--- config.mk ---
export PLATFORM = sky130hd
export DESIGN_NAME = ide_buf_sequencer
export DESIGN_NICKNAME = d
export VERILOG_FILES = /design/src/design/ide_buf_pkg.sv /design/src/design/ide_reg_pkg.sv /design/src/design/ide_buf_sequencer.sv
export SDC_FILE = /design/constraint.sdc
export NUM_CORES = 1
export LEC_CHECK = 0
export ABC_AREA = 1
export BUFFER_PORTS_ARGS = -buffer_cell sky130_fd_sc_hd__buf_2
export CORE_MARGIN = 2
export CORE_UTILIZATION = 45
export CTS_CLUSTER_DIAMETER = 100
export DETAILED_ROUTE_END_ITERATION = 12
export MAX_ROUTING_LAYER = met4
export PLACE_DENSITY = 0.83
export SYNTH_ARGS = -nofsm -noshare
export SYNTH_HDL_FRONTEND = slang
export SYNTH_SLANG_ARGS = --single-unit
--- constraint.sdc ---
create_clock -name clk -period 3.3 [get_ports clk]
set_clock_uncertainty 0.1 [all_clocks]
set_input_delay 0.66 -clock clk [delete_from_list [all_inputs] [get_ports clk]]
set_output_delay 0.66 -clock clk [all_outputs]
set_load 0.01 [all_outputs]
--- src/design/ide_buf_pkg.sv ---
package ide_buf_pkg;

	// Even and odd word banks.
	localparam int NUM_BANKS = 2;

	// Width of one stored word.
	localparam int WORD_W = 16;

	// Word counters, one bit wider than a full 4096 word buffer needs.
	localparam int CNT_W = 14;

endpackage

--- src/design/ide_reg_pkg.sv ---
package ide_reg_pkg;

	// CPU side task file addresses.
	localparam logic [3:0] IO_DATA   = 4'd0;
	localparam logic [3:0] IO_ERROR  = 4'd1;
	localparam logic [3:0] IO_COUNT  = 4'd2;
	localparam logic [3:0] IO_SECTOR = 4'd3;
	localparam logic [3:0] IO_CYL_LO = 4'd4;
	localparam logic [3:0] IO_CYL_HI = 4'd5;
	localparam logic [3:0] IO_DRIVE  = 4'd6;
	localparam logic [3:0] IO_CMD    = 4'd7;
	localparam logic [3:0] IO_ALT    = 4'd14;
	localparam logic [3:0] IO_DADDR  = 4'd15;

	// Management side addresses.
	localparam logic [3:0] MG_CFG0 = 4'd0;
	localparam logic [3:0] MG_CFG1 = 4'd1;
	localparam logic [3:0] MG_CFG2 = 4'd2;
	localparam logic [3:0] MG_CFG3 = 4'd3;
	localparam logic [3:0] MG_CFG4 = 4'd4;
	localparam logic [3:0] MG_CFG5 = 4'd5;
	localparam logic [3:0] MG_CFG6 = 4'd6;
	localparam logic [3:0] MG_DATA = 4'd15;

	// Status register values.
	localparam logic [7:0] ST_BUSY  = 8'h80;
	localparam logic [7:0] ST_READY = 8'h40;

	// Request codes seen by the emulation software.
	localparam logic [2:0] RQ_RESET = 3'b110;
	localparam logic [2:0] RQ_CMD   = 3'b100;
	localparam logic [2:0] RQ_DATA  = 3'b101;
	localparam logic [2:0] RQ_NONE  = 3'b000;

endpackage
--- src/design/ide_buf_sequencer.sv ---
`timescale 1ns/100ps

module ide_buf_sequencer #(
	parameter int ADDR_W = 12
) (
	input  logic        clk,
	input  logic        rst_n,
	input  logic        io_32,
	input  logic [3:0]  mgmt_address,
	input  logic        mgmt_read,
	input  logic        mgmt_write,
	input  logic [15:0] mgmt_writedata,
	input  logic [31:0] io_writedata,
	input  logic        pio_wr_stb,
	input  logic        pio_rd_stb,
	input  logic [15:0] blk_size,
	input  logic        fast_read,
	input  logic        drq,
	input  logic        buf_clear,
	output logic        io_done,
	output logic        no_data,
	output logic        io_lsb,
	output logic        mgmt_lsb,
	output logic [ide_buf_pkg::NUM_BANKS-1:0][ADDR_W-1:0]              bank_addr_a,
	output logic [ide_buf_pkg::NUM_BANKS-1:0][ide_buf_pkg::WORD_W-1:0] bank_wdata_a,
	output logic [ide_buf_pkg::NUM_BANKS-1:0]                          bank_wren_a,
	output logic [ide_buf_pkg::NUM_BANKS-1:0][ADDR_W-1:0]              bank_addr_b,
	output logic [ide_buf_pkg::NUM_BANKS-1:0][ide_buf_pkg::WORD_W-1:0] bank_wdata_b,
	output logic [ide_buf_pkg::NUM_BANKS-1:0]                          bank_wren_b
);

	localparam int CW = ide_buf_pkg::CNT_W;
	localparam int WW = ide_buf_pkg::WORD_W;

	logic [CW-1:0] io_cnt;
	logic [CW-1:0] mgmt_cnt;
	logic          io_stb;
	logic          io_stb_d;
	logic          mgmt_stb;
	logic          mgmt_stb_d;
	logic          mgmt_hit_d;
	logic          mgmt_data_wr;
	logic          n_data;
	logic [1:0]    n_data_r;

	assign io_stb       = pio_wr_stb || pio_rd_stb;
	assign mgmt_stb     = mgmt_write || mgmt_read;
	assign mgmt_data_wr = mgmt_write && (mgmt_address == ide_reg_pkg::MG_DATA);

	// Counters step when the access strobe falls.
	always_ff @(posedge clk) begin
		if (!rst_n) begin
			io_stb_d   <= 1'b0;
			mgmt_stb_d <= 1'b0;
			mgmt_hit_d <= 1'b0;
			io_cnt     <= '0;
			mgmt_cnt   <= '0;
			n_data_r   <= 2'b00;
		end else begin
			io_stb_d   <= io_stb;
			mgmt_stb_d <= mgmt_stb;
			mgmt_hit_d <= mgmt_address == ide_reg_pkg::MG_DATA;
			n_data_r   <= {n_data_r[0], n_data};
			if (buf_clear) begin
				io_cnt <= '0;
			end else if (io_stb_d && !io_stb) begin
				io_cnt <= io_cnt + (io_32 ? CW'(2) : CW'(1));
			end
			// Any other management access rewinds the software pointer.
			if (mgmt_stb_d && !mgmt_stb) begin
				mgmt_cnt <= mgmt_hit_d ? mgmt_cnt + CW'(1) : '0;
			end
		end
	end

	assign io_done  = (blk_size != 16'h0000) && (16'(io_cnt) >= blk_size);
	assign io_lsb   = io_cnt[0];
	assign mgmt_lsb = mgmt_cnt[0];

	// CPU is about to pass the software in fast read.
	assign n_data  = (mgmt_cnt[CW-1:1] <= io_cnt[CW-1:1]) && drq && fast_read;
	assign no_data = n_data || (|n_data_r);

	for (genvar k = 0; k < ide_buf_pkg::NUM_BANKS; k++) begin : g_steer
		localparam bit ODD = (k % 2) == 1;

		assign bank_addr_a[k]  = mgmt_cnt[ADDR_W:1];
		assign bank_wdata_a[k] = mgmt_writedata;
		assign bank_wren_a[k]  = mgmt_data_wr && (mgmt_cnt[0] == ODD);
		assign bank_addr_b[k]  = io_cnt[ADDR_W:1];
		assign bank_wdata_b[k] = io_32 ? io_writedata[k*WW +: WW] : io_writedata[WW-1:0];
		assign bank_wren_b[k]  = pio_wr_stb && (io_32 || io_cnt[0] == ODD);
	end

endmodule

After elaboration in Yosys (flattened, before gate mapping) --
Cells that the tools add are included. W data, S select, Z words.
Cells by class: $add $sub $neg 2, magnitude comparators 2, equality and inequality tests 1, mux-type cells 3, bitwise logic cells 3, reductions and logical operators 20
Operators with widths (count):
- $ge A14 B16 Y1 | 1
- $mux W16 | 1
- $reduce_bool A16 Y1 | 1
- $add A14 B1 Y14 const B | 1
- $add A14 B2 Y14 | 1
- $mux W14 | 1
- $le A13 B13 Y1 | 1
- $logic_and A1 B1 Y1 | 10
- $logic_or A1 B1 Y1 | 5
- $eq A4 B4 Y1 const B | 1
- $reduce_or A2 Y1 | 2
- $not A1 Y1 | 3
- $logic_not A1 Y1 | 2
- $mux W2 | 1
Word-level totals: flip-flop bits (word level) 33, input port bits 78, output and inout port bits 120, logic and storage cells 37

Logic depth before layout (Yosys ltp) --
depth in word-level cells 4, depth in mapped cells 15, depth with buffers taken out 13

Worst setup path after synthesis --
OpenSTA, ideal clock, no wires.
path type input-to-reg, start point input port io_32, end point register io_cnt[12], library setup time 113 ps, arrival time 2354 ps, required time 3087 ps, slack 734 ps, cell stages on the path 14, path buffers 2, cell sequence buf_2 clkinv_1 buf_2 ha_1 inv_1 fa_1 inv_1 nand3_1 nor2_2 nand2_2 nor2_4 nand2_2 nor2_1 nor2_1
On the way: longest elaborated chain between the ends 2
RTL lines:
- start: declaration | line ide_buf_sequencer.sv:8 | input logic io_32,
- $mux W2 | line ide_buf_sequencer.sv:67 | io_cnt <= io_cnt + (io_32 ? CW'(2) : CW'(1));
- $add A14 B2 Y14 | line ide_buf_sequencer.sv:67
- end signal: assignment | line ide_buf_sequencer.sv:67
- end: declaration | line ide_buf_sequencer.sv:35 | logic [CW-1:0] io_cnt;
No other way between the ends. A chain may end at the register's enable or synchronous reset.

Final worst setup path --
start point register io_cnt[8], end point output port no_data
On the way: longest elaborated chain between the ends 4
RTL lines:
- $le A13 B13 Y1 | line ide_buf_sequencer.sv:81 | assign n_data = (mgmt_cnt[CW-1:1] <= io_cnt[CW-1:1]) && drq && fast_read;
- $logic_and A1 B1 Y1 (2 in a row) | line ide_buf_sequencer.sv:81
- $logic_or A1 B1 Y1 | line ide_buf_sequencer.sv:82 | assign no_data = n_data || (|n_data_r);
- end: declaration | line ide_buf_sequencer.sv:21 | output logic no_data,
No other way between the ends.

==> results_dict.tcl <==
set metrics [dict create \
    cts.clk_slew.worst_paths_ps 60 \
    hpwl_mm 5.82 \
    critPathArrivalTime_ps 1950 \
    reg2regPathDepth 12 \
    synth_flop_cell "dfxtp_1" \
    synth_compound_area_share_pct 8.39 \
    reg2reg_from "io_cnt[0]$_SDFFE_PP0P_" \
    hp-start "n_data_r[0]$_SDFF_PN0_" \
    syn_nets 598 \
    ir_worst_vdd_mv 0.129 \
    drt_wl_total_mm 6.88 \
    grt_pass1_vias 2646 \
    antenna-diode-count 0 \
    yosys.area_share.simple_pct 29.0 \
    tightest_slew_ps 495 \
    fillCellCount 692 \
    hold_buffers 0 \
    r2r_setup_slack_ps 1380 \
    portBuffers 149 \
    power.leakage_uw 0.00203 \
    max-slew-margin-rel_pct 66.9 \
    synthXorXnorAreaFrac_pct 0 \
    whs_ps 331 \
    yosysWarnings 0 \
    post_synth.cell_area_avg_sq_um 6.73 \
    cts_setup_buffers 0 \
    hold_path_class "register to register" \
    rsz0062_at_grt "no" \
    numCtsBuffers 5 \
    routed-via-count 2994 \
    fp.dieH_microns 89.4 \
    drive_gt1_share_pct 35.2 \
    cts_root_buf "clkbuf_8" \
    start_util_pct 45.7 \
    route.detailed.drc 0 \
    drtIter0Drc 114 \
    gr-total-overflow 0 \
    antenna_left 0 \
    io_pins 198 \
    grt_max_degree 19 \
    fin_tns_setup_ps 0 \
    dieArea_sq_um 7990 \
    startpoint "io_cnt[8]$_SDFFE_PP0P_" \
    vias_per_cell 4.64 \
    async_reset_ff_share_pct 0 \
    holdPathStages 2 \
    endpoint_kind "output port" \
    syn_area_sq_um 3280 \
    htreeDepth 2 \
    path_class "register to output port" \
    cts_sinks 33 \
    total_power_uw 895 \
    setup_violations 0 \
    grt_usage_pct 17.6 \
    cts_tree "done" \
    ys_ff_latch 33 \
    areaGrowthSynthToFinish_pct 7.21 \
    syn_inst 488 \
    slew_violations 0 \
    synth_top_family_by_area "buffers and inverters" \
    grt_first_pass_wirelength_mm 10.9 \
    setup_ws_ps 592 \
    period_needed_ps 2710 \
    fmax_mhz 369 \
    final_cell_count_no_fill 645 \
    worstReg2RegEnd "io_cnt[12]$_SDFFE_PP0P_" \
    synth_fa_ha_area_share_pct 12.4 \
    hold_viol 0 \
    cts_resized 0 \
    synth_edf_count 0 \
    yosysSeqAreaShare_pct 20.1 \
    clockBufferDepth 2 \
    timing.final.crit_share_pct 82.1 \
    crit_required_ps 2540 \
    synth_mux_area_share_pct 0 \
    synth_cell_type_count 31 \
    nets 655 \
    startpoint_type "register" \
    gp_congestion 0.757 \
    holdPathEnd "n_data_r[1]$_SDFF_PN0_" \
    outcome "complete, no violations" \
    row_count 31 \
    antenna_found_initial 0 \
    core-area_sq_um 7180 \
    multi_input_area_sq_um 1640 \
    regArea_sq_um 661 \
    preCtsSetupSlack_ps 711 \
    die_w_microns 89.4 \
    max_cap_viol_count 0 \
    wire_per_inst_microns 10.7 \
    worstSkewPairLatency_ps 290 \
    worstPathMaxFanout 7 \
    power_density_nw_per_um2 254 \
    numPlacedInstances 637 \
    first_pass_iters 4 \
]
cells in the mapped netlist, types with 2 or more instances:
library cell / n / area, sq um
a21oi_1: 28 / 140
nand3_2: 4 / 40.0
nand3_1: 13 / 65.1
nand2_1: 120 / 450
nand2_2: 4 / 25.0
nor4_1: 2 / 12.5
o21ai_0: 11 / 55.1
nand4_1: 5 / 31.3
nor2_4: 3 / 33.8
o21ai_1: 5 / 25.0
a211oi_1: 2 / 15.0
inv_2: 6 / 22.5
buf_4: 97 / 728
ha_1: 31 / 388
nand4_2: 2 / 25.0
dfxtp_1: 33 / 661
nor2_2: 9 / 56.3
nor3_1: 6 / 30.0
nor2_1: 37 / 139
buf_2: 2 / 10.0
inv_1: 58 / 218
registers in the layout, summed over array words and instances, names as in the netlist:
signal / count
io_stb_d: 1
mgmt_hit_d: 1
io_cnt: 14
mgmt_stb_d: 1
mgmt_cnt: 14
n_data_r: 2
layer usage:
metal  up-vias  global-route usage, %  routed length, microns
met5         -                      -                       0
met4         0                   5.43                      96
met3        11                   3.42                     409
met2        88                   32.2                    3400
met1      1344                   19.1                    2970
li1       1551                      -                       -
worst max-delay path, cell delays in order (launching register included):
cell and delay (ps):
dfxtp_1 460, inv_1 140, ha_1 300, nand2_1 50, inv_1 60, nand3_1 60, nor2_1 150, nand2_1 90
nand2_1 70, nand2_1 40, nand2_1 70, nand2_1 50, buf_2 130
layout by cell type (no fill, tap or decap), types with 2 or more instances in the layout:
| master | instances |
|---|---|
| a21oi_1 | 28 |
| nor2_2 | 9 |
| nand3_1 | 13 |
| inv_2 | 6 |
| nor4_1 | 2 |
| dfxtp_1 | 33 |
| ha_1 | 31 |
| clkbuf_8 | 7 |
| o21ai_1 | 5 |
| nand2_1 | 120 |
| nor2_4 | 3 |
| nand4_1 | 5 |
| nor3_1 | 6 |
| inv_1 | 58 |
| nand2_2 | 4 |
| buf_2 | 149 |
| o21ai_0 | 11 |
| a211oi_1 | 2 |
| nand3_2 | 4 |
| nor2_1 | 37 |
| nand4_2 | 2 |
how the worst max path moves through the flow:
stage,endpoint,slack (ps)
floorplan,io_cnt[12]$_SDFFE_PP0P_,730
global placement,bank_wren_b[1],760
detailed placement,bank_wren_b[1],710
CTS,no_data,560
global route,no_data,430
finish,no_data,590
metrics by stage:
| step | cell area (sq um) | utilization (%) |
|---|---|---|
| 3_3_place_gp | 3420 | 47.6 |
| 3_5_place_dp | 3420 | 47.6 |
| 5_1_grt | 3520 | 49.0 |
| 4_1_cts | 3520 | 49.0 |
| 6_report | 3520 | 49.0 |
| 2_1_floorplan | 3280 | - |
power breakdown:
| group | total (uW) | internal, uW | switching, uW |
|---|---|---|---|
| registers | 406 | 403 | 3.84 |
| clock network | 331 | 188 | 143 |
| logic | 158 | 70.6 | 87.6 |
| total | 895 | 661 | 234 |
cell type report:
type | instances | share of cell area, %
inverters | 65 | 6.93
multi-input cells | 290 | 46.5
well taps | 99 | 3.52
clock buffers | 7 | 2.74
repair buffers | 150 | 21.4
flip-flops and latches | 33 | 18.8
clock inverters | 1 | 0.142
kinds of logic after synthesis:
group	count (synthesis)
AO/OA/AOI/OAI	49
flip-flops	33
AND/OR/NAND/NOR	209
buffers and inverters	165
adder cells (fa/ha/maj)	32
No activity file was read; power rests on OpenSTA's default activity.
