**config.mk**
```make
export PLATFORM = sky130hd
export DESIGN_NAME = ide_buf_merge
export DESIGN_NICKNAME = d
export VERILOG_FILES = /design/src/design/ide_buf_pkg.sv /design/src/design/ide_buf_merge.sv
export SDC_FILE = /design/constraint.sdc
export NUM_CORES = 1
export LEC_CHECK = 0
export ABC_AREA = 0
export BUFFER_PORTS_ARGS = -buffer_cell sky130_fd_sc_hd__buf_2
export CORE_ASPECT_RATIO = 0.7
export CORE_MARGIN = 10
export CORE_UTILIZATION = 28
export DETAILED_ROUTE_END_ITERATION = 16
export PLACE_DENSITY = 0.89
export SYNTH_ARGS = -nofsm -noshare
export SYNTH_HDL_FRONTEND = slang
export SYNTH_SLANG_ARGS = --single-unit
```
**constraint.sdc**
```tcl
create_clock -name vclk -period 1.2
set_input_delay 0.12 -clock vclk [all_inputs]
set_output_delay 0.12 -clock vclk [all_outputs]
set_load 0.01 [all_outputs]
```
**src/design/ide_buf_pkg.sv**
```systemverilog
package ide_buf_pkg;

	// Even and odd word banks.
	localparam int NUM_BANKS = 2;

	// Width of one stored word.
	localparam int WORD_W = 16;

	// Word counters, one bit wider than a full 4096 word buffer needs.
	localparam int CNT_W = 14;

endpackage

```
**src/design/ide_buf_merge.sv**
```systemverilog
`timescale 1ns/100ps

module ide_buf_merge (
	input  logic                                                       io_32,
	input  logic                                                       io_lsb,
	input  logic                                                       mgmt_lsb,
	input  logic [ide_buf_pkg::NUM_BANKS-1:0][ide_buf_pkg::WORD_W-1:0] q_a,
	input  logic [ide_buf_pkg::NUM_BANKS-1:0][ide_buf_pkg::WORD_W-1:0] q_b,
	output logic [31:0]                                                pio_word,
	output logic [15:0]                                                mgmt_word
);

	logic [ide_buf_pkg::WORD_W-1:0] pio_low;

	// An odd 16-bit word shows up in both halves.
	assign pio_low  = (!io_32 && io_lsb) ? q_b[1] : q_b[0];
	assign pio_word = {q_b[1], pio_low};

	// Software always moves one 16-bit word at a time.
	assign mgmt_word = mgmt_lsb ? q_a[1] : q_a[0];

endmodule

```
; ---- After elaboration in Yosys (flattened, before gate mapping)
; Cells that the tools add are included.
[totals]
register_bits = 0
input_bits = 67
out_inout_bits = 48
wordCells = 4
[op_classes]
muxes = 2
reduce_logical = 2
[op_table]
columns = cell, count
row1 = $mux W16, 2
row2 = $logic_and A1 B1 Y1, 1
row3 = $logic_not A1 Y1, 1

; ---- Logic depth before layout (Yosys ltp)
; Gate-level depths: netlist of the first run.
[depth]
word_depth = 3
depth_mapped = 4
mapped_depth_nobuf = 2

; ---- Least setup slack after synthesis of the first run
; OpenSTA, ideal clock, no wires.
[synth_timing]
path_kind = input port to output port
from = in mgmt_lsb
to = out mgmt_word[10]
t_arrival_ns = 0.814
required_time_ns = 1.080
slack_ns = 0.266
stages = 3
path_buffers = 2
path_cell_list = buf_2 buf_4 mux2_2
[synth_between]
elab_chain_cells = 1
[synth_rtl]
columns = item, line
row1 = from (decl), ide_buf_merge.sv:6  ; input logic mgmt_lsb,
row2 = $mux W16, ide_buf_merge.sv:20  ; assign mgmt_word = mgmt_lsb ? q_a[1] : q_a[0];
row3 = to (decl), ide_buf_merge.sv:10  ; output logic [15:0] mgmt_word
; No other way between the ends.

; ---- Worst setup path after layout of the first run
[layout_timing]
from = in io_32
to = out pio_word[2]
[layout_between]
elab_chain_cells = 3
[layout_rtl]
columns = item, line
row1 = from (decl), ide_buf_merge.sv:4  ; input logic io_32,
row2 = $logic_not A1 Y1, ide_buf_merge.sv:16  ; assign pio_low = (!io_32 && io_lsb) ? q_b[1] : q_b[0];
row3 = $logic_and A1 B1 Y1, ide_buf_merge.sv:16
row4 = $mux W16, ide_buf_merge.sv:16
row5 = to (decl), ide_buf_merge.sv:9  ; output logic [31:0] pio_word,
; No other way between the ends.

==> results.tsv, run 1 <==
metric	value	unit
status	complete, no violations	
routed vias	746	
Antenna Cells	0	
GR peak layer	met2	
die width	74.2	um
Core ar.	0.00190	mm^2
die height	57.9	um
post-synth design cell area	576	um^2
Hold WS	0.439	ns
fmax	915	MHz
post-synthesis cell count	53	
vias in the first global route	880	
largest net degree at the start of global routing	17	
WP data required	1.08	ns
Hold Path Class	in2out	
post-route worst setup slack	0.107	ns
DRT iter0 DRCs	13	
worst-path fanout max	16	
Syn Area/Cell	10.9	um^2
row count	13	
slowest CP cell	mux2_2	
post-route minimum period	1.09	ns
I/O pin count	115	
grt met2 use	24.3	%
total count of max-transition violations in the final report	0	
Post-DRT Antenna Nets	0	
global-route wire length before repair	4.40	mm
Worst slew margin	77.8	%
total power	0.429	mW
fin util	53.3	%
RSZ-0062 raised after global routing	no	
IO Port Bufs	115	
Seq cells	0	
non-filler instance count after layout	170	
commonest non-fill, non-tap cell in the layout	buf_2	
layout cells sized above 1	100	%
max-cap viol count	0	
Setup TNS	0	ns
post-placement cell area	0.00101	mm^2
maximum vdd drop	0.000278	V
dpl hpwl	2.95	mm
GRT met1 Usage	13.6	%
register area share after synthesis	0	%
CP arrival	0.97	ns
DP Cell Count	170	
library cells used by synthesis	7	
Pleak	0.637	nW
post-CTS setup buffers	0	
Crit Path Category	in2out	
Via density	4.39	
total power divided by cell area	423	mW/mm^2
CP Cell Sequence	buf_2 > nand2b_4 > mux2_2 > buf_2	
Fin. Hold Viols	0	
crit path launch type	input pin	
fin nets	217	
post-place setup slack	0.0938	ns
Crit. End Element	output port	
synthesized net count	120	
Crit path top cell by count	buf_2	
Total Wirelength	3.08	mm
Synth-to-Final Area Change	76.3	%
clkbuf count	0	
Initial DRT Pass Iterations	4	
gr ovfl total	0	
antenna violations before repair	0	
GR met3 Demand/Resource	3.91	%
wire length per cell	18.1	um
CTS resizes	0	
leading cell types in the layout, fill and taps excluded	buf_2 (115), mux2_2 (22), mux2_4 (10), nand2b_4 (1)	
Register Area	0	um^2
fraction of the cycle the final worst path needs	91.1	%
Synth Warn #	0	
final setup vio count	0	
GRT Overall Usage	12.5	%
fillers	185	
initial core utilization	30.2	%
Hold-fix buffers, CTS	0	
routability cong.	0.839	
CP peak stage delay	0.36	ns
Worst-Margin Slew	0.333	ns
die area	0.00430	mm^2
Finished Cell Area	0.00101	mm^2
# DRC	0	
## Yosys cell counts
| cell type | instances | area (um^2) |
|---|---|---|
| buf_12 | 1 | 20.0 |
| buf_2 | 1 | 5.00 |
| buf_4 | 17 | 128 |
| buf_6 | 1 | 11.3 |
| mux2_2 | 22 | 248 |
| mux2_4 | 10 | 150 |
| nand2b_4 | 1 | 13.8 |
## layout make-up
cell class	count	area (um^2)	share of cell area (%)
multi-input cells	33	412	40.6
well taps	22	27.5	2.71
repair buffers	115	576	56.7
## layer usage
| metal | vias up | wire, um |
|---|---|---|
| li1 | 362 | - |
| met1 | 345 | 1060 |
| met2 | 39 | 1750 |
| met3 | 0 | 270 |
| met4 | 0 | 0 |
| met5 | - | 0 |
## worst max-delay path, delay by kind of cell
| kind | cells | cell delay [ns] |
|---|---|---|
| muxes | 1 | 0.36 |
| and+or+nand+nor | 1 | 0.27 |
| buffers and inverters | 2 | 0.22 |
## path summary, 6_finish.rpt
kind,start,endpoint,slack (ns),depth (start not counted)
setup / recovery,io_32,pio_word[2],0.11,4
hold / removal,q_b[18],pio_word[18],0.44,2
## kinds of logic (layout without fill, tap and decap cells)
family / after synthesis / in the layout / synth area share, %
buffers and inverters: 20 / 115 / 28.5
and+or+nand+nor: 1 / 1 / 2.39
muxes: 32 / 32 / 69.1
## power by group
part | total (mW) | switching (mW) | internal (mW)
Sequential | 0 | 0 | 0
Clock | 0 | 0 | 0
Combinational | 0.429 | 0.185 | 0.244
Total | 0.429 | 0.185 | 0.244
Note: power is estimated with default switching activity, not from simulation.
==> inputs of run 2 (changes only) <==
==> config.mk (replaced) <==
export PLATFORM = sky130hd
export DESIGN_NAME = ide_buf_merge
export DESIGN_NICKNAME = d
export VERILOG_FILES = /design/src/design/ide_buf_pkg.sv /design/src/design/ide_buf_merge.sv
export SDC_FILE = /design/constraint.sdc
export NUM_CORES = 1
export LEC_CHECK = 0
export ABC_AREA = 0
export CORE_AREA = 10 10 47 49
export DETAILED_ROUTE_END_ITERATION = 16
export DIE_AREA = 0 0 57 59
export DONT_BUFFER_PORTS = 1
export PLACE_DENSITY = 0.58
export SYNTH_ARGS = -nofsm -noshare
export SYNTH_HDL_FRONTEND = slang
export SYNTH_SLANG_ARGS = --single-unit
==> run 2 against run 1 <==
Compared with the run above: die area decreased by 22%; critical endpoint is now pio_word[0]; count of clock-buffer cells in the layout unchanged; first-iteration DRC count is 85% lower; critical path depth decreased by 2; utilization down 23 points; final cell count decreased by 71%; worst hold slack worse by 0.20 ns; fmax up 20%; via count is 56% lower; total power shrank 55%.
==> results.tsv, run 2 (synthesized netlist as in run 1, its figures left out) <==
metric	value	unit	change
status	complete, no violations		unchanged
Initial DRT Pass Iterations	2		was 4
die height	59	um	was 57.9 um
Synth-to-Final Area Change	-25.0	%	was 76.3%
Fin. Hold Viols	0		unchanged
crit-path leading delay family	multiplexers		unchanged
fin nets	102		was 217
total power divided by cell area	446	mW/mm^2	was 423 mW/mm^2
initial core utilization	41.1	%	was 30.2%
largest net degree at the start of global routing	17		unchanged
IO Port Bufs	0		was 115
CP arrival	0.79	ns	was 0.97 ns
Crit. End Element	output port		unchanged
post-CTS setup buffers	0		unchanged
clkbuf count	0		unchanged
Hold WS	0.240	ns	was 0.439 ns
fin util	30.8	%	was 53.3%
total count of max-transition violations in the final report	0		unchanged
Antenna Cells	0		unchanged
Crit Path Category	in2out		unchanged
fraction of the cycle the final worst path needs	75.8	%	was 91.1%
DRT iter0 DRCs	2		was 13
crit path launch type	input pin		unchanged
CTS resizes	0		unchanged
final setup vio count	0		unchanged
die width	57	um	was 74.2 um
Post-DRT Antenna Nets	0		unchanged
layout cells sized above 1	100	%	unchanged
Hold Path Class	in2out		unchanged
# DRC	0		unchanged
Critical Path Start	io_32		unchanged
Hold-fix buffers, CTS	0		unchanged
CP Cell Sequence	nand2b_4 > mux2_2		was buf_2 > nand2b_4 > mux2_2 > buf_2
CP Depth	2		was 4
antenna violations before repair	0		unchanged
worst-path fanout max	16		unchanged
gr ovfl total	0		unchanged
Total Wirelength	2.01	mm	was 3.08 mm
wire length per cell	41.0	um	was 18.1 um
Worst-Margin Slew	0.262	ns	was 0.333 ns
vias in the first global route	429		was 880
GRT Overall Usage	9.19	%	was 12.5%
CP peak stage delay	0.41	ns	was 0.36 ns
Via density	6.71		was 4.39
post-route minimum period	0.909	ns	was 1.09 ns
I/O pin count	115		unchanged
WP data required	1.08	ns	about the same
Seq cells	0		unchanged
Pleak	0.185	nW	was 0.637 nW
die area	0.00336	mm^2	was 0.00430 mm^2
fmax	1100	MHz	was 915 MHz
Setup TNS	0	ns	unchanged
routability cong.	0.656		was 0.839
row count	14		was 13
WP buf/inv	0		was 2
commonest non-fill, non-tap cell in the layout	mux2_2		was buf_2
start point of the worst hold path	q_b[18]		unchanged
routed vias	329		was 746
max-cap viol count	0		unchanged
RSZ-0062 raised after global routing	no		unchanged
Core ar.	0.00140	mm^2	was 0.00190 mm^2
leading cell types in the layout, fill and taps excluded	mux2_2 (22), mux2_4 (10), nand2b_4 (1)		was buf_2 (115), mux2_2 (22), mux2_4 (10), nand2b_4 (1)
maximum vdd drop	0.000120	V	was 0.000278 V
Worst slew margin	82.5	%	was 77.8%
Register Area	0	um^2	unchanged
global-route wire length before repair	2.65	mm	was 4.40 mm
Critical Path End	pio_word[0]		was pio_word[2]
slowest CP cell	mux2_2		unchanged
## run 2: area by class of cell
| class | instances | area (um^2) |
|---|---|---|
| Fill cell | 150 | 970 |
| Tap cell | 16 | 20.0 |
| Multi-Input combinational cell | 33 | 412 |
## run 2: worst min-delay path by stage
stage	to	cells past startpoint	slack, ns
5_1_grt	pio_word[20]	0	0.24
4_1_cts	pio_word[16]	0	0.24
3_5_place_dp	pio_word[16]	0	0.24
6_report	pio_word[18]	0	0.24
2_1_floorplan	pio_word[16]	1	0.33
3_3_place_gp	pio_word[16]	0	0.24
## run 2: metrics by stage
step	power, mW	instances	cell area [um^2]	worst slack [ns]
CTS	0.199	49	432	0.275
finish	0.192	49	432	0.291
global route	0.204	49	432	0.256
floorplan	0.250	53	576	0.266
global placement	0.199	49	432	0.298
detailed placement	0.198	49	432	0.275
## run 2: per-layer routing
metal  part of all wire [%]  wire [um]  vias to the layer above  global-route usage, %
li1                       -          -                      131                      -
met1                     28        553                      152                   7.31
met2                     58       1160                       46                   19.4
met3                     15        299                        0                   5.58
met4                      0          0                        0                      0
met5                      0          0                        -                      0
## run 2: where the power goes
| group | internal [mW] | leakage, nW | switching (mW) | total, mW |
|---|---|---|---|---|
| Combinational | 0.0999 | 0.185 | 0.0924 | 0.192 |
| Clock | 0 | 0 | 0 | 0 |
| Sequential | 0 | 0 | 0 | 0 |
==> inputs of run 3 (changes only) <==
--- a/config.mk
+++ b/config.mk
@@ -10,7 +10,7 @@
 export DETAILED_ROUTE_END_ITERATION = 16
 export DIE_AREA = 0 0 57 59
 export DONT_BUFFER_PORTS = 1
-export PLACE_DENSITY = 0.58
+export PLACE_DENSITY = 0.6
 export SYNTH_ARGS = -nofsm -noshare
 export SYNTH_HDL_FRONTEND = slang
 export SYNTH_SLANG_ARGS = --single-unit
==> constraint.sdc (replaced) <==
create_clock -name vclk -period 0.8
set_input_delay 0.08 -clock vclk [all_inputs]
set_output_delay 0.08 -clock vclk [all_outputs]
set_load 0.01 [all_outputs]
==> run 3 against run 2 <==
Compared with the run above: count of clock-buffer cells in the layout stayed put; setup slack lost 0.27 ns; sequential cell count is the same; first-iteration DRC count grew 50%; combinational power grew 61%; die area stayed put; critical endpoint is now pio_word[9].
==> results.tsv, run 3 (synthesized netlist as in run 1, its figures left out) <==
metric	value	unit	change
status	complete, no violations		unchanged
vias in the first global route	460		was 429
Worst slew margin	93.1	%	was 82.5%
total power divided by cell area	650	mW/mm^2	was 446 mW/mm^2
max-cap viol count	0		unchanged
clkbuf count	0		unchanged
WP data required	0.72	ns	was 1.08 ns
Crit Path Category	in2out		unchanged
CTS resizes	0		unchanged
initial core utilization	41.1	%	unchanged
I/O pin count	115		unchanged
IO Port Bufs	0		unchanged
Core ar.	0.00140	mm^2	unchanged
final setup vio count	0		unchanged
WL met2	1.10	mm	was 1.16 mm
area of the multi-input gates	420	um^2	was 412 um^2
fillers	143		was 150
Hold Path Class	in2out		unchanged
wire length per cell	37.5	um	was 41.0 um
maximum vdd drop	0.000207	V	was 0.000120 V
Antenna Cells	0		unchanged
dpl hpwl	1.82	mm	
layout cells sized above 1	100	%	unchanged
fraction of the cycle the final worst path needs	97.8	%	
Initial DRT Pass Iterations	2		unchanged
RSZ-0062 raised after global routing	yes		was no
Total Wirelength	1.99	mm	was 2.01 mm
Synth-to-Final Area Change	-17.4	%	was -25.0%
CP arrival	0.70	ns	was 0.79 ns
# DRC	0		unchanged
Post-DRT Antenna Nets	0		unchanged
fin util	33.9	%	was 30.8%
post-route minimum period	0.783	ns	
commonest non-fill, non-tap cell in the layout	mux2_2		unchanged
Seq cells	0		unchanged
die width	57	um	unchanged
post-placement cell area	432	um^2	unchanged
Fin. Hold Viols	0		unchanged
fmax	1280	MHz	
Via density	6.72		was 6.71
CP peak stage delay	0.31	ns	was 0.41 ns
DP Cell Count	49		unchanged
WP buf/inv	1		was 0
global-route wire length before repair	2.66	mm	was 2.65 mm
antenna violations before repair	0		unchanged
leading cell types in the layout, fill and taps excluded	mux2_2 (22), mux2_4 (10), buf_4 (2)		was mux2_2 (22), mux2_4 (10), nand2b_4 (1)
uppermost routed layer	met3		unchanged
fin nets	106		was 102
slowest CP cell	mux2_4		was mux2_2
Crit. End Element	output port		unchanged
DRT iter0 DRCs	3		was 2
met1 wire length	552	um	was 553 um
largest net degree at the start of global routing	17		unchanged
met3 WL	332	um	was 299 um
die area	0.00336	mm^2	unchanged
Pleak	0.206	nW	was 0.185 nW
die height	59	um	unchanged
GRT Overall Usage	9.31	%	was 9.19%
crit-path leading delay family	multiplexers		unchanged
gr ovfl total	0		unchanged
worst-path fanout max	5		was 16
total count of max-transition violations in the final report	0		unchanged
Finished Cell Area	475	um^2	was 432 um^2
Worst-Margin Slew	0.103	ns	was 0.262 ns
routed vias	356		was 329
Register Area	0	um^2	unchanged
row count	14		unchanged
CP Cell Sequence	nand2b_4 > buf_4 > mux2_4		was nand2b_4 > mux2_2
non-filler instance count after layout	53		was 49
routability cong.	0.611		was 0.656
crit path launch type	input pin		unchanged
run 3: changes by cell type in the layout (fill, tap and decap cells not counted):
cell and change:
buf_4 +2, nand2b_2 +1, buf_12 +1
run 3: per-stage QoR:
stage                     hold WS, ns   TNS, ns  setup slack, ns  power (mW)
after global placement          0.160    -0.160          -0.0315       0.293
after global routing            0.160  -0.00733         -0.00336       0.329
after detailed placement        0.160    -0.221          -0.0417       0.296
after floorplan                 0.252    -0.511          -0.0511       0.379
after CTS                       0.160    -0.132          -0.0159       0.314
final                           0.160         0           0.0173       0.309
run 3: where the power goes:
part           switching, mW  total, mW  internal, mW  leakage, nW
logic                  0.141      0.309         0.168        0.206
registers                  0          0             0            0
clock network              0          0             0            0
total                  0.141      0.309         0.168        0.206
run 3: per-layer routing:
metal,vias up,GRT usage [%]
met5,-,0
met4,0,0
met3,0,6.22
met2,57,18.9
met1,158,7.64
li1,141,-
run 3: layout make-up:
class	instances	area share, %
multi-input combinational	34	88.4
timing repair buffer	3	7.37
tap	16	4.21
run 3: path summary, 6_finish.rpt:
| check | from | cells past startpoint | endpoint |
|---|---|---|---|
| hold / removal | q_b[27] | 0 | pio_word[27] |
| setup / recovery | io_32 | 3 | pio_word[9] |
run 3: what timing repair did:
| action | in CTS | in global routing |
|---|---|---|
| endpoints found under the hold margin | 0 | 0 |
| hold buffers | 0 | 0 |
| setup buffers | 3 | 0 |
| cloned | 0 | 1 |
| setup endpoints to repair | 6 | 10 |
| pin swaps | 0 | 0 |
