==> src/design/ide_reg_pkg.sv <==
package ide_reg_pkg;

	// CPU side task file addresses.
	localparam logic [3:0] IO_DATA   = 4'd0;
	localparam logic [3:0] IO_ERROR  = 4'd1;
	localparam logic [3:0] IO_COUNT  = 4'd2;
	localparam logic [3:0] IO_SECTOR = 4'd3;
	localparam logic [3:0] IO_CYL_LO = 4'd4;
	localparam logic [3:0] IO_CYL_HI = 4'd5;
	localparam logic [3:0] IO_DRIVE  = 4'd6;
	localparam logic [3:0] IO_CMD    = 4'd7;
	localparam logic [3:0] IO_ALT    = 4'd14;
	localparam logic [3:0] IO_DADDR  = 4'd15;

	// Management side addresses.
	localparam logic [3:0] MG_CFG0 = 4'd0;
	localparam logic [3:0] MG_CFG1 = 4'd1;
	localparam logic [3:0] MG_CFG2 = 4'd2;
	localparam logic [3:0] MG_CFG3 = 4'd3;
	localparam logic [3:0] MG_CFG4 = 4'd4;
	localparam logic [3:0] MG_CFG5 = 4'd5;
	localparam logic [3:0] MG_CFG6 = 4'd6;
	localparam logic [3:0] MG_DATA = 4'd15;

	// Status register values.
	localparam logic [7:0] ST_BUSY  = 8'h80;
	localparam logic [7:0] ST_READY = 8'h40;

	// Request codes seen by the emulation software.
	localparam logic [2:0] RQ_RESET = 3'b110;
	localparam logic [2:0] RQ_CMD   = 3'b100;
	localparam logic [2:0] RQ_DATA  = 3'b101;
	localparam logic [2:0] RQ_NONE  = 3'b000;

endpackage
==> src/design/ide_task_file.sv <==
`timescale 1ns/100ps

module ide_task_file (
	input  logic        clk,
	input  logic        rst_n,
	input  logic [3:0]  io_address,
	input  logic        io_read,
	input  logic        io_write,
	input  logic [31:0] io_writedata,
	input  logic        io_32,
	input  logic [3:0]  mgmt_address,
	input  logic        mgmt_read,
	input  logic        mgmt_write,
	input  logic [15:0] mgmt_writedata,
	input  logic        use_fast,
	output logic [31:0] io_readdata,
	output logic        io_wait,
	output logic [15:0] mgmt_readdata,
	output logic        irq,
	output logic        drq,
	output logic [2:0]  request,
	output logic [1:0]  drive_en,
	input  logic [31:0] pio_word,
	input  logic [15:0] mgmt_word,
	input  logic        io_done,
	input  logic        no_data_in,
	output logic        pio_wr_stb,
	output logic        pio_rd_stb,
	output logic [15:0] blk_size,
	output logic        fast_read,
	output logic        buf_clear
);

	logic [7:0]  features;
	logic [7:0]  error;
	logic [15:0] sector_count;
	logic [15:0] sector;
	logic [31:0] cylinder;
	logic [7:0]  drv_addr;
	logic [7:0]  cmd;
	logic [7:0]  status;
	logic [7:0]  reg_byte;
	logic [1:0]  present;
	logic [1:0]  hob_ena;
	logic        use_wait;
	logic        last_read;
	logic        sw_reset;
	logic        disable_irq;
	logic        hob_pre;
	logic        hob;
	logic        tf_reset;
	logic        io_wr;
	logic        st_load;
	logic        cmd_wr;
	logic        alt_wr;
	logic        blk_end;

	assign tf_reset = !rst_n || sw_reset;
	assign io_wr    = io_write && (|present);
	assign st_load  = mgmt_write && (mgmt_address == ide_reg_pkg::MG_CFG5);
	assign cmd_wr   = io_wr && (io_address == ide_reg_pkg::IO_CMD);
	assign alt_wr   = io_wr && (io_address == ide_reg_pkg::IO_ALT);
	assign blk_end  = io_done && drq;

	assign drq        = status[3];
	assign drive_en   = present;
	assign buf_clear  = sw_reset || st_load;
	assign pio_wr_stb = io_wr && (io_address == ide_reg_pkg::IO_DATA) && drq;
	assign pio_rd_stb = io_read && (|present) && (io_address == ide_reg_pkg::IO_DATA) && drq;

	// CPU byte writes shift the previous byte into the high half for 48-bit LBA.
	always_ff @(posedge clk) begin
		if (!rst_n) begin
			features     <= 8'h00;
			error        <= 8'h00;
			blk_size     <= 16'h0000;
			sector_count <= 16'd1;
			sector       <= 16'd1;
			cylinder     <= 32'hFFFF_FFFF;
			drv_addr     <= 8'h00;
			cmd          <= 8'h00;
		end else begin
			if (io_wr) begin
				case (io_address)
					ide_reg_pkg::IO_ERROR:  features <= io_writedata[7:0];
					ide_reg_pkg::IO_COUNT:  sector_count <= {sector_count[7:0], io_writedata[7:0]};
					ide_reg_pkg::IO_SECTOR: sector <= {sector[7:0], io_writedata[7:0]};
					ide_reg_pkg::IO_CYL_LO: begin
						{cylinder[23:16], cylinder[7:0]} <= {cylinder[7:0], io_writedata[7:0]};
					end
					ide_reg_pkg::IO_CYL_HI: begin
						{cylinder[31:24], cylinder[15:8]} <= {cylinder[15:8], io_writedata[7:0]};
					end
					ide_reg_pkg::IO_DRIVE:  drv_addr <= io_writedata[7:0];
					ide_reg_pkg::IO_CMD:    cmd <= io_writedata[7:0];
					default: ;
				endcase
			end
			// Software writes come last so they win a same-cycle collision.
			if (mgmt_write) begin
				case (mgmt_address)
					ide_reg_pkg::MG_CFG0: begin
						blk_size <= {mgmt_writedata[7:0], 8'h00};
						error    <= mgmt_writedata[15:8];
					end
					ide_reg_pkg::MG_CFG1: begin
						sector_count[7:0] <= mgmt_writedata[7:0];
						sector[7:0]       <= mgmt_writedata[15:8];
					end
					ide_reg_pkg::MG_CFG2: cylinder[15:0] <= mgmt_writedata;
					ide_reg_pkg::MG_CFG3: begin
						sector_count[15:8] <= mgmt_writedata[7:0];
						sector[15:8]       <= mgmt_writedata[15:8];
					end
					ide_reg_pkg::MG_CFG4: begin
						cylinder[31:16] <= mgmt_writedata;
						// A block size above 32K words is given in full here.
						if (blk_size[15]) begin
							blk_size <= mgmt_writedata;
						end
					end
					ide_reg_pkg::MG_CFG5: drv_addr <= mgmt_writedata[7:0];
					default: ;
				endcase
			end
		end
	end

	// Status, request and the transfer flags move together.
	always_ff @(posedge clk) begin
		if (tf_reset) begin
			status    <= ide_reg_pkg::ST_BUSY;
			request   <= ide_reg_pkg::RQ_RESET;
			last_read <= 1'b0;
			fast_read <= 1'b0;
		end else if (st_load) begin
			status    <= {mgmt_writedata[15:14], 1'b0, mgmt_writedata[12:11], 2'b00,
				mgmt_writedata[8]};
			request   <= ide_reg_pkg::RQ_NONE;
			last_read <= mgmt_writedata[9];
			fast_read <= mgmt_writedata[13];
		end else if (cmd_wr) begin
			status  <= ide_reg_pkg::ST_BUSY;
			request <= ide_reg_pkg::RQ_CMD;
		end else if (blk_end) begin
			status    <= last_read ? ide_reg_pkg::ST_READY : ide_reg_pkg::ST_BUSY;
			last_read <= 1'b0;
			fast_read <= 1'b0;
			if (!last_read) begin
				request <= ide_reg_pkg::RQ_DATA;
			end
		end
	end

	always_ff @(posedge clk) begin
		if (!rst_n) begin
			io_wait <= 1'b0;
		end else if (sw_reset || cmd_wr || blk_end) begin
			io_wait <= use_wait;
		end else if (st_load) begin
			io_wait <= 1'b0;
		end
	end

	// Any CPU access to the command register acknowledges the interrupt.
	always_ff @(posedge clk) begin
		if (tf_reset) begin
			irq <= 1'b0;
		end else if (st_load && mgmt_writedata[10] && !disable_irq) begin
			irq <= 1'b1;
		end else if ((io_read || io_wr) && io_address == ide_reg_pkg::IO_CMD) begin
			irq <= 1'b0;
		end
	end

	always_ff @(posedge clk) begin
		if (!rst_n) begin
			present  <= 2'b00;
			hob_ena  <= 2'b00;
			use_wait <= 1'b0;
		end else if (mgmt_write && mgmt_address == ide_reg_pkg::MG_CFG6) begin
			if (mgmt_writedata[3]) begin
				{hob_ena[0], present[0]} <= mgmt_writedata[1:0];
			end
			if (mgmt_writedata[7]) begin
				{hob_ena[1], present[1]} <= mgmt_writedata[5:4];
			end
			if (mgmt_writedata[9]) begin
				use_wait <= mgmt_writedata[8];
			end
		end
	end

	// Device control register.
	always_ff @(posedge clk) begin
		if (!rst_n) begin
			sw_reset <= 1'b0;
		end else if (alt_wr) begin
			sw_reset <= io_writedata[2];
		end
	end

	always_ff @(posedge clk) begin
		if (tf_reset) begin
			disable_irq <= 1'b0;
			hob_pre     <= 1'b0;
		end else if (alt_wr) begin
			disable_irq <= io_writedata[1];
			hob_pre     <= io_writedata[7];
		end
	end

	// High order bytes only for a drive that has 48-bit mode enabled.
	always_ff @(posedge clk) begin
		if (!rst_n) begin
			hob <= 1'b0;
		end else begin
			hob <= hob_pre && hob_ena[drv_addr[4]];
		end
	end

	always_comb begin
		case (io_address)
			ide_reg_pkg::IO_ERROR:  reg_byte = error;
			ide_reg_pkg::IO_COUNT:  reg_byte = hob ? sector_count[15:8] : sector_count[7:0];
			ide_reg_pkg::IO_SECTOR: reg_byte = hob ? sector[15:8] : sector[7:0];
			ide_reg_pkg::IO_CYL_LO: reg_byte = hob ? cylinder[23:16] : cylinder[7:0];
			ide_reg_pkg::IO_CYL_HI: reg_byte = hob ? cylinder[31:24] : cylinder[15:8];
			ide_reg_pkg::IO_DRIVE:  reg_byte = drv_addr;
			ide_reg_pkg::IO_CMD,
			ide_reg_pkg::IO_ALT:    reg_byte = status;
			ide_reg_pkg::IO_DADDR:  reg_byte = {2'b10, ~drv_addr[3:0], ~drv_addr[4], drv_addr[4]};
			default:                reg_byte = 8'h00;
		endcase
	end

	always_ff @(posedge clk) begin
		if (io_read) begin
			if (!(|present)) begin
				io_readdata <= 32'hFFFF_FFFF;
			end else if (io_address == ide_reg_pkg::IO_DATA) begin
				io_readdata <= drq ? pio_word : 32'd0;
			end else begin
				io_readdata <= {24'd0, reg_byte};
			end
		end
	end

	always_ff @(posedge clk) begin
		if (mgmt_read) begin
			case (mgmt_address)
				ide_reg_pkg::MG_CFG0: begin
					mgmt_readdata <= {features, 5'd0, no_data_in, use_fast, io_done};
				end
				ide_reg_pkg::MG_CFG1: mgmt_readdata <= {sector[7:0], sector_count[7:0]};
				ide_reg_pkg::MG_CFG2: mgmt_readdata <= cylinder[15:0];
				ide_reg_pkg::MG_CFG3: mgmt_readdata <= {sector[15:8], sector_count[15:8]};
				ide_reg_pkg::MG_CFG4: mgmt_readdata <= cylinder[31:16];
				ide_reg_pkg::MG_CFG5: mgmt_readdata <= {cmd, drv_addr};
				ide_reg_pkg::MG_CFG6: begin
					mgmt_readdata <= {7'd0, use_wait, 2'd0, hob_ena[1], present[1], 2'd0,
						hob_ena[0], present[0]};
				end
				ide_reg_pkg::MG_DATA: mgmt_readdata <= mgmt_word;
				default:              mgmt_readdata <= 16'h0000;
			endcase
		end
	end

endmodule

==> config.mk <==
export PLATFORM = sky130hd
export DESIGN_NAME = ide_task_file
export DESIGN_NICKNAME = d
export VERILOG_FILES = /design/src/design/ide_reg_pkg.sv /design/src/design/ide_task_file.sv
export SDC_FILE = /design/constraint.sdc
export NUM_CORES = 1
export LEC_CHECK = 0
export ABC_AREA = 1
export BUFFER_PORTS_ARGS = -buffer_cell sky130_fd_sc_hd__buf_2
export CAP_MARGIN = 10
export CORE_MARGIN = 2
export CORE_UTILIZATION = 53
export CTS_CLUSTER_SIZE = 28
export DETAILED_ROUTE_END_ITERATION = 8
export PLACE_DENSITY = 0.82
export SLEW_MARGIN = 20
export SYNTH_ARGS = -nofsm -noshare
export SYNTH_HDL_FRONTEND = slang
export SYNTH_SLANG_ARGS = --single-unit
==> constraint.sdc <==
create_clock -name clk -period 1.76 [get_ports clk]
set_clock_uncertainty 0.05 [all_clocks]
set_input_delay 0.088 -clock clk [delete_from_list [all_inputs] [get_ports clk]]
set_output_delay 0.088 -clock clk [all_outputs]
set_load 0.005 [all_outputs]
# [Word-level counts from Yosys, hierarchy flattened]
# Cells that the tools add are included.
[totals] inputBits=114 out_inout_bits=76 word_cells=144 regBits=184
[classes] n_reduce_logical=43 magnitude_cmp=1 n_mux=50 n_bitwise=3 eq_ne=19
[op_table] op="8-bit 2-to-1 mux" count=20
[op_table] op="16-bit 2-to-1 mux" count=9
[op_table] op="32-bit 2-to-1 mux" count=4
[op_table] op="16-bit one-hot mux with 8 select lines" count=1
[op_table] op="8-bit one-hot mux with 8 select lines" count=1
[op_table] op="16-bit one-hot mux with 2 select lines" count=1
[op_table] op="4-bit by 3-bit == test with 1-bit output, second input constant" count=7
[op_table] op="2-bit AND reduction" count=10
[op_table] op="4-bit by 2-bit == test with 1-bit output, second input constant" count=4
[op_table] op="1-bit logical AND" count=15
[op_table] op="4-bit == test, second input constant" count=3
[op_table] op="3-bit 2-to-1 mux" count=4
[op_table] op="1-bit 2-to-1 mux" count=10
[op_table] op="4-bit by 1-bit == test with 1-bit output, second input constant" count=2
[op_table] op="4-bit zero test" count=2
[op_table] op="2-bit nonzero test" count=4
[op_table] op="1-bit logical OR" count=5
[op_table] op="2-bit inequality test, second input constant" count=2
[op_table] op="4-bit inverter" count=1
[op_table] op="2-bit OR reduction" count=2
[op_table] op="3-bit by 1-bit inequality test with 1-bit output, second input constant" count=1
[op_table] op="3-bit AND reduction" count=1
[op_table] op="3-bit nonzero test" count=1
[op_table] op="3-bit OR reduction" count=1
[op_table] op="3 further kinds" count=5

# [Depth between registers and ports, before layout]
[depth] word_depth=6 mapped_depth=10 ltp_nobuf=9

# [Worst setup path after synthesis]
# Ideal clock, no wire load.
[synth_timing] path_type="register to register" from="reg hob" to="reg io_readdata[1] (data pin)" path_stages_with_launch=8 arrival_time_ns=1.112 t_required_ns=1.449 setup_time_ns=0.261 period_less_slack_ns=1.423 slack_ns=0.337 cell_sequence="dfxtp_1 > buf_2 > buf_1 > o21ai_0 > nand2_1 > o21ai_0 > nor2_1 > nand3b_1"
[synth_via] elab_chain_cells=3
[synth_rtl] element="from (decl)" line_no="ide_task_file.sv:50" rtl="logic hob;"
[synth_rtl] element="from (signal assigned)" line_no="ide_task_file.sv:218" rtl="hob <= hob_pre && hob_ena[drv_addr[4]];"
[synth_rtl] element="8-bit 2-to-1 mux (on tied branches)"
[synth_rtl] element="8-bit one-hot mux with 8 select lines (*)" line_no="ide_task_file.sv:223" rtl="case (io_address)"
[synth_rtl] element="32-bit 2-to-1 mux (*)" line_no="ide_task_file.sv:241" rtl="end else if (io_address == ide_reg_pkg::IO_DATA) begin"
[synth_rtl] element="to (signal assigned)" line_no="ide_task_file.sv:242" rtl="io_readdata <= drq ? pio_word : 32'd0;"
[synth_rtl] element="to (signal assigned)" line_no="ide_task_file.sv:244" rtl="io_readdata <= {24'd0, reg_byte};"
[synth_rtl] element="to (decl)" line_no="ide_task_file.sv:16" rtl="output logic [31:0] io_readdata,"
# Mark *: on every way between the ends. The rest lies on a longest branch, timed or not.
# A chain may end at the register's enable or synchronous reset.

# [Worst setup path after layout]
[layout_timing] from="reg hob" to="reg io_readdata[4] (data pin)"
# The elaborated chain is that of the path after synthesis.

==> flow_summary_export.csv <==
group,metric,value,unit
status,status,"complete, no violations",
final_layout,nFillCells,1453,
route,wl_per_cell,17.9,um
clock_tree,clock_latency,450,ps
final_layout,nNetsFinal,1762,
placed_design,place.gp.congestion,1.04,
clock_tree,clk_pin_slew,70,ps
critical_path,worstPathArrival,1820,ps
critical_path,crit_fanout,44,
critical_path,r2r_slack,80,ps
sta,rsz0062_at_grt,"no",
hold_path,hp-class,"in2reg",
critical_path,endpoint_kind,"flop",
critical_path,crit_chain,"buf_12, o21ai_0, nand2_1, o21ai_0, nor2_1, nand3_1",
hold_path,hold_depth,5,
route,drt_first_pass_iters,6,
critical_path,critPathRequiredTime,1900,ps
global_route,grt_max_degree,54,
critical_path,worstRegToRegCells,6,
power_and_ir_drop,seq_power_share,0.449,
floorplan,io_pins,190,
synth,ys_async_sr_fraction,0,
final_layout,area_growth,26.0,%
sta,slew_headroom,0.633,
floorplan,num_rows,49,
power_and_ir_drop,power_density,813,nW/um^2
route,drc_errors,0,
route,ant_nets,0,
synth,synth_edf_count,48,
synth,synth_nets,1544,
synth,synth_cell_types,31,
global_route,antenna_found_initial,0,
power_and_ir_drop,p_leak,5.88,nW
global_route,grt_pass1_vias,9836,
critical_path,crit_top_cell,"o21ai_0",
power_and_ir_drop,p_sw,2.41,mW
clock_tree,cts_tree,"yes",
global_route,overflow,0,
sta,worstMarginPinSlew,550,ps
synth,syn_area_per_cell,6.70,sq um
critical_path,critPathLaunchType,"flop",
sta,setup_viol,0,
floorplan,dieArea,19200,sq um
synth,ys_ff_latch,181,
synth,synth_area,9580,sq um
clock_tree,htree_levels,4,
global_route,grtUsageTotal,0.340,
route,postRouteWirelength,33800,um
floorplan,core,17800,sq um
placed_design,portBuffers,164,
placed_design,place.detailed.hpwl,22400,um
hold_path,hp-start,"mgmt_word[8]",
clock_tree,cts_root_buf,"clkbuf_16",
floorplan,die_w,138,um
clock_tree,cts.sinks,181,
global_route,grt_first_pass_wirelength,51400,um
power_and_ir_drop,p_int,7.40,mW
critical_path,path_class,"reg2reg",
route,drt_iter0_drc,1492,
power_and_ir_drop,ir_drop,725,uV
synth,syn_inst,1430,
power_and_ir_drop,p_comb_frac,0.098,
route,vias,10600,
synth,synth_seq_area_share,0.429,
floorplan,die_h,138,um
critical_path,cp_slowest_cell,"dfxtp_1",
final_layout,num_antenna_cells,0,
sta,post-route-period-util,0.953,
power_and_ir_drop,swShare,0.246,
route,vias_per_cell,5.61,
sta,fmax,596,MHz
placed_design,dp.cells,1801,
floorplan,start_util,0.537,
sta,fin_crit,1680,ps
critical_path,r2r-end,"io_readdata[4]",
final_layout,drive_gt1_frac,0.170,
power_and_ir_drop,p_clk_frac,0.453,
hold_path,holdPathEnd,"mgmt_readdata[8]",
critical_path,crit-reg2reg-launch,"hob",
synth,yosysWarnings,0,
sta,fin_setup_tns,0,ps
final_layout,stdcell_count,1890,
clock_tree,numCtsBuffers,17,
flow_run,cap_violations,0,
critical_path,slowest_delay,370,ps
sta,slew_violations,0,
sta,hold_viol,0,
synth,synth_ff_type,"dfxtp_1",
clock_tree,cts_buffer_depth,2,
## metal layers
metal,wire [um],GRT usage,up-vias
met5,0,0,-
met4,1690,0.165,0
met3,4690,0.100,125
met2,14900,0.540,793
met1,12500,0.426,4725
li1,-,-,4953
## cell usage after synthesis (all sizes together) (2+ instances only)
cell type  instances  area [sq um]
nand2            375          1440
inv              259           972
o21ai            232          1160
dfxtp            133          2660
nor2             125           527
nand3             80           413
a21oi             66           330
edfxtp            48          1440
buf               33           176
clkbuf            31           116
o211ai            17           128
o22ai             10          62.6
nand4              7          50.1
nand3b             4          30.0
nor3               3          26.3
clkinv             2          7.51
o21bai             2          15.0
## power by group through the flow
stage / Clock, mW / Combinational (mW) / Sequential [mW]
after floorplan: 0 / 0.409 / 4.50
after global placement: 0 / 0.795 / 4.50
after detailed placement: 0 / 0.810 / 4.50
after CTS: 4.44 / 0.918 / 4.41
after global routing: 4.60 / 1.04 / 4.42
final: 4.44 / 0.959 / 4.41
## what timing repair did
item / in CTS / in global routing
setup endpoints to repair: 10 / 40
setup buffers: 0 / 0
hold buffers: 57 / 0
endpoints found under the hold margin: 77 / 0
resized for setup: 2 / 6
## area by class of cell
cell class / count / area (sq um) / share of cell area
Clock inverter: 15 / 250 / 0.0207
Clock buffer: 17 / 425 / 0.0353
Timing Repair Buffer: 263 / 1800 / 0.149
Tap cell: 229 / 287 / 0.0237
Multi-Input combinational cell: 924 / 4220 / 0.349
Inverter: 261 / 980 / 0.0812
Sequential cell: 181 / 4110 / 0.340
## worst max-delay path, delay by kind of cell, from the launching register on
family                 cells  cell delay (ps)
AND/OR/NAND/NOR            3              400
AO/OA/AOI/OAI              2              360
buffers and inverters      1              220
flip-flops                 1              370
## cell families (layout without fill, tap and decap cells)
family          count (synthesis)  in the layout  synth area share
flops                         181            181             0.429
compound gates                329            329             0.179
buf+inv                       325            556             0.133
simple gates                  595            595             0.260
## sequential cells by signal (all words and copies together), names as in the netlist, 3 cells and up
name	cells
blk_size	16
cmd	8
cylinder	32
drv_addr	8
error	8
features	8
io_readdata	32
mgmt_readdata	16
request	3
sector	16
sector_count	16
status	5
## cells in the final DEF (no fill, tap or decap), drive strengths merged
master / n
nand2: 375
inv: 262
o21ai: 232
buf: 206
dfxtp: 133
nor2: 125
nand3: 80
a21oi: 66
dlygate4sd3: 57
edfxtp: 48
o211ai: 17
clkbuf: 17
o22ai: 10
nand4: 7
bufinv: 6
clkinvlp: 5
nand3b: 4
clkinv: 3
nor3: 3
o21bai: 2
a21boi: 1
or2: 1
a211oi: 1
## stage by stage
step | setup slack [ps] | hold WS [ps] | power (mW) | utilization | cell area, sq um
detailed placement | -43.3 | 332 | 5.31 | 0.605 | 10800
global route | 29.7 | 18.0 | 10.1 | 0.676 | 12100
global placement | 29.8 | 318 | 5.29 | 0.605 | 10800
finish | 82.2 | 17.1 | 9.81 | 0.676 | 12100
CTS | 2.14 | 6.42 | 9.76 | 0.675 | 12000
floorplan | 337 | 150 | 4.91 | - | 9580
## how the worst max path moves through the flow
stage,start,end,slack [ps],cells after the start
6_report,hob,io_readdata[4],80,6
5_1_grt,status[3],pio_wr_stb,30,4
4_1_cts,drive_en[1],sector[11],2,9
3_5_place_dp,drive_en[1],drv_addr[3],-40,7
3_3_place_gp,drive_en[1],drv_addr[4],30,7
2_1_floorplan,hob,io_readdata[1],340,7
No activity file was read; power rests on OpenSTA's default activity.
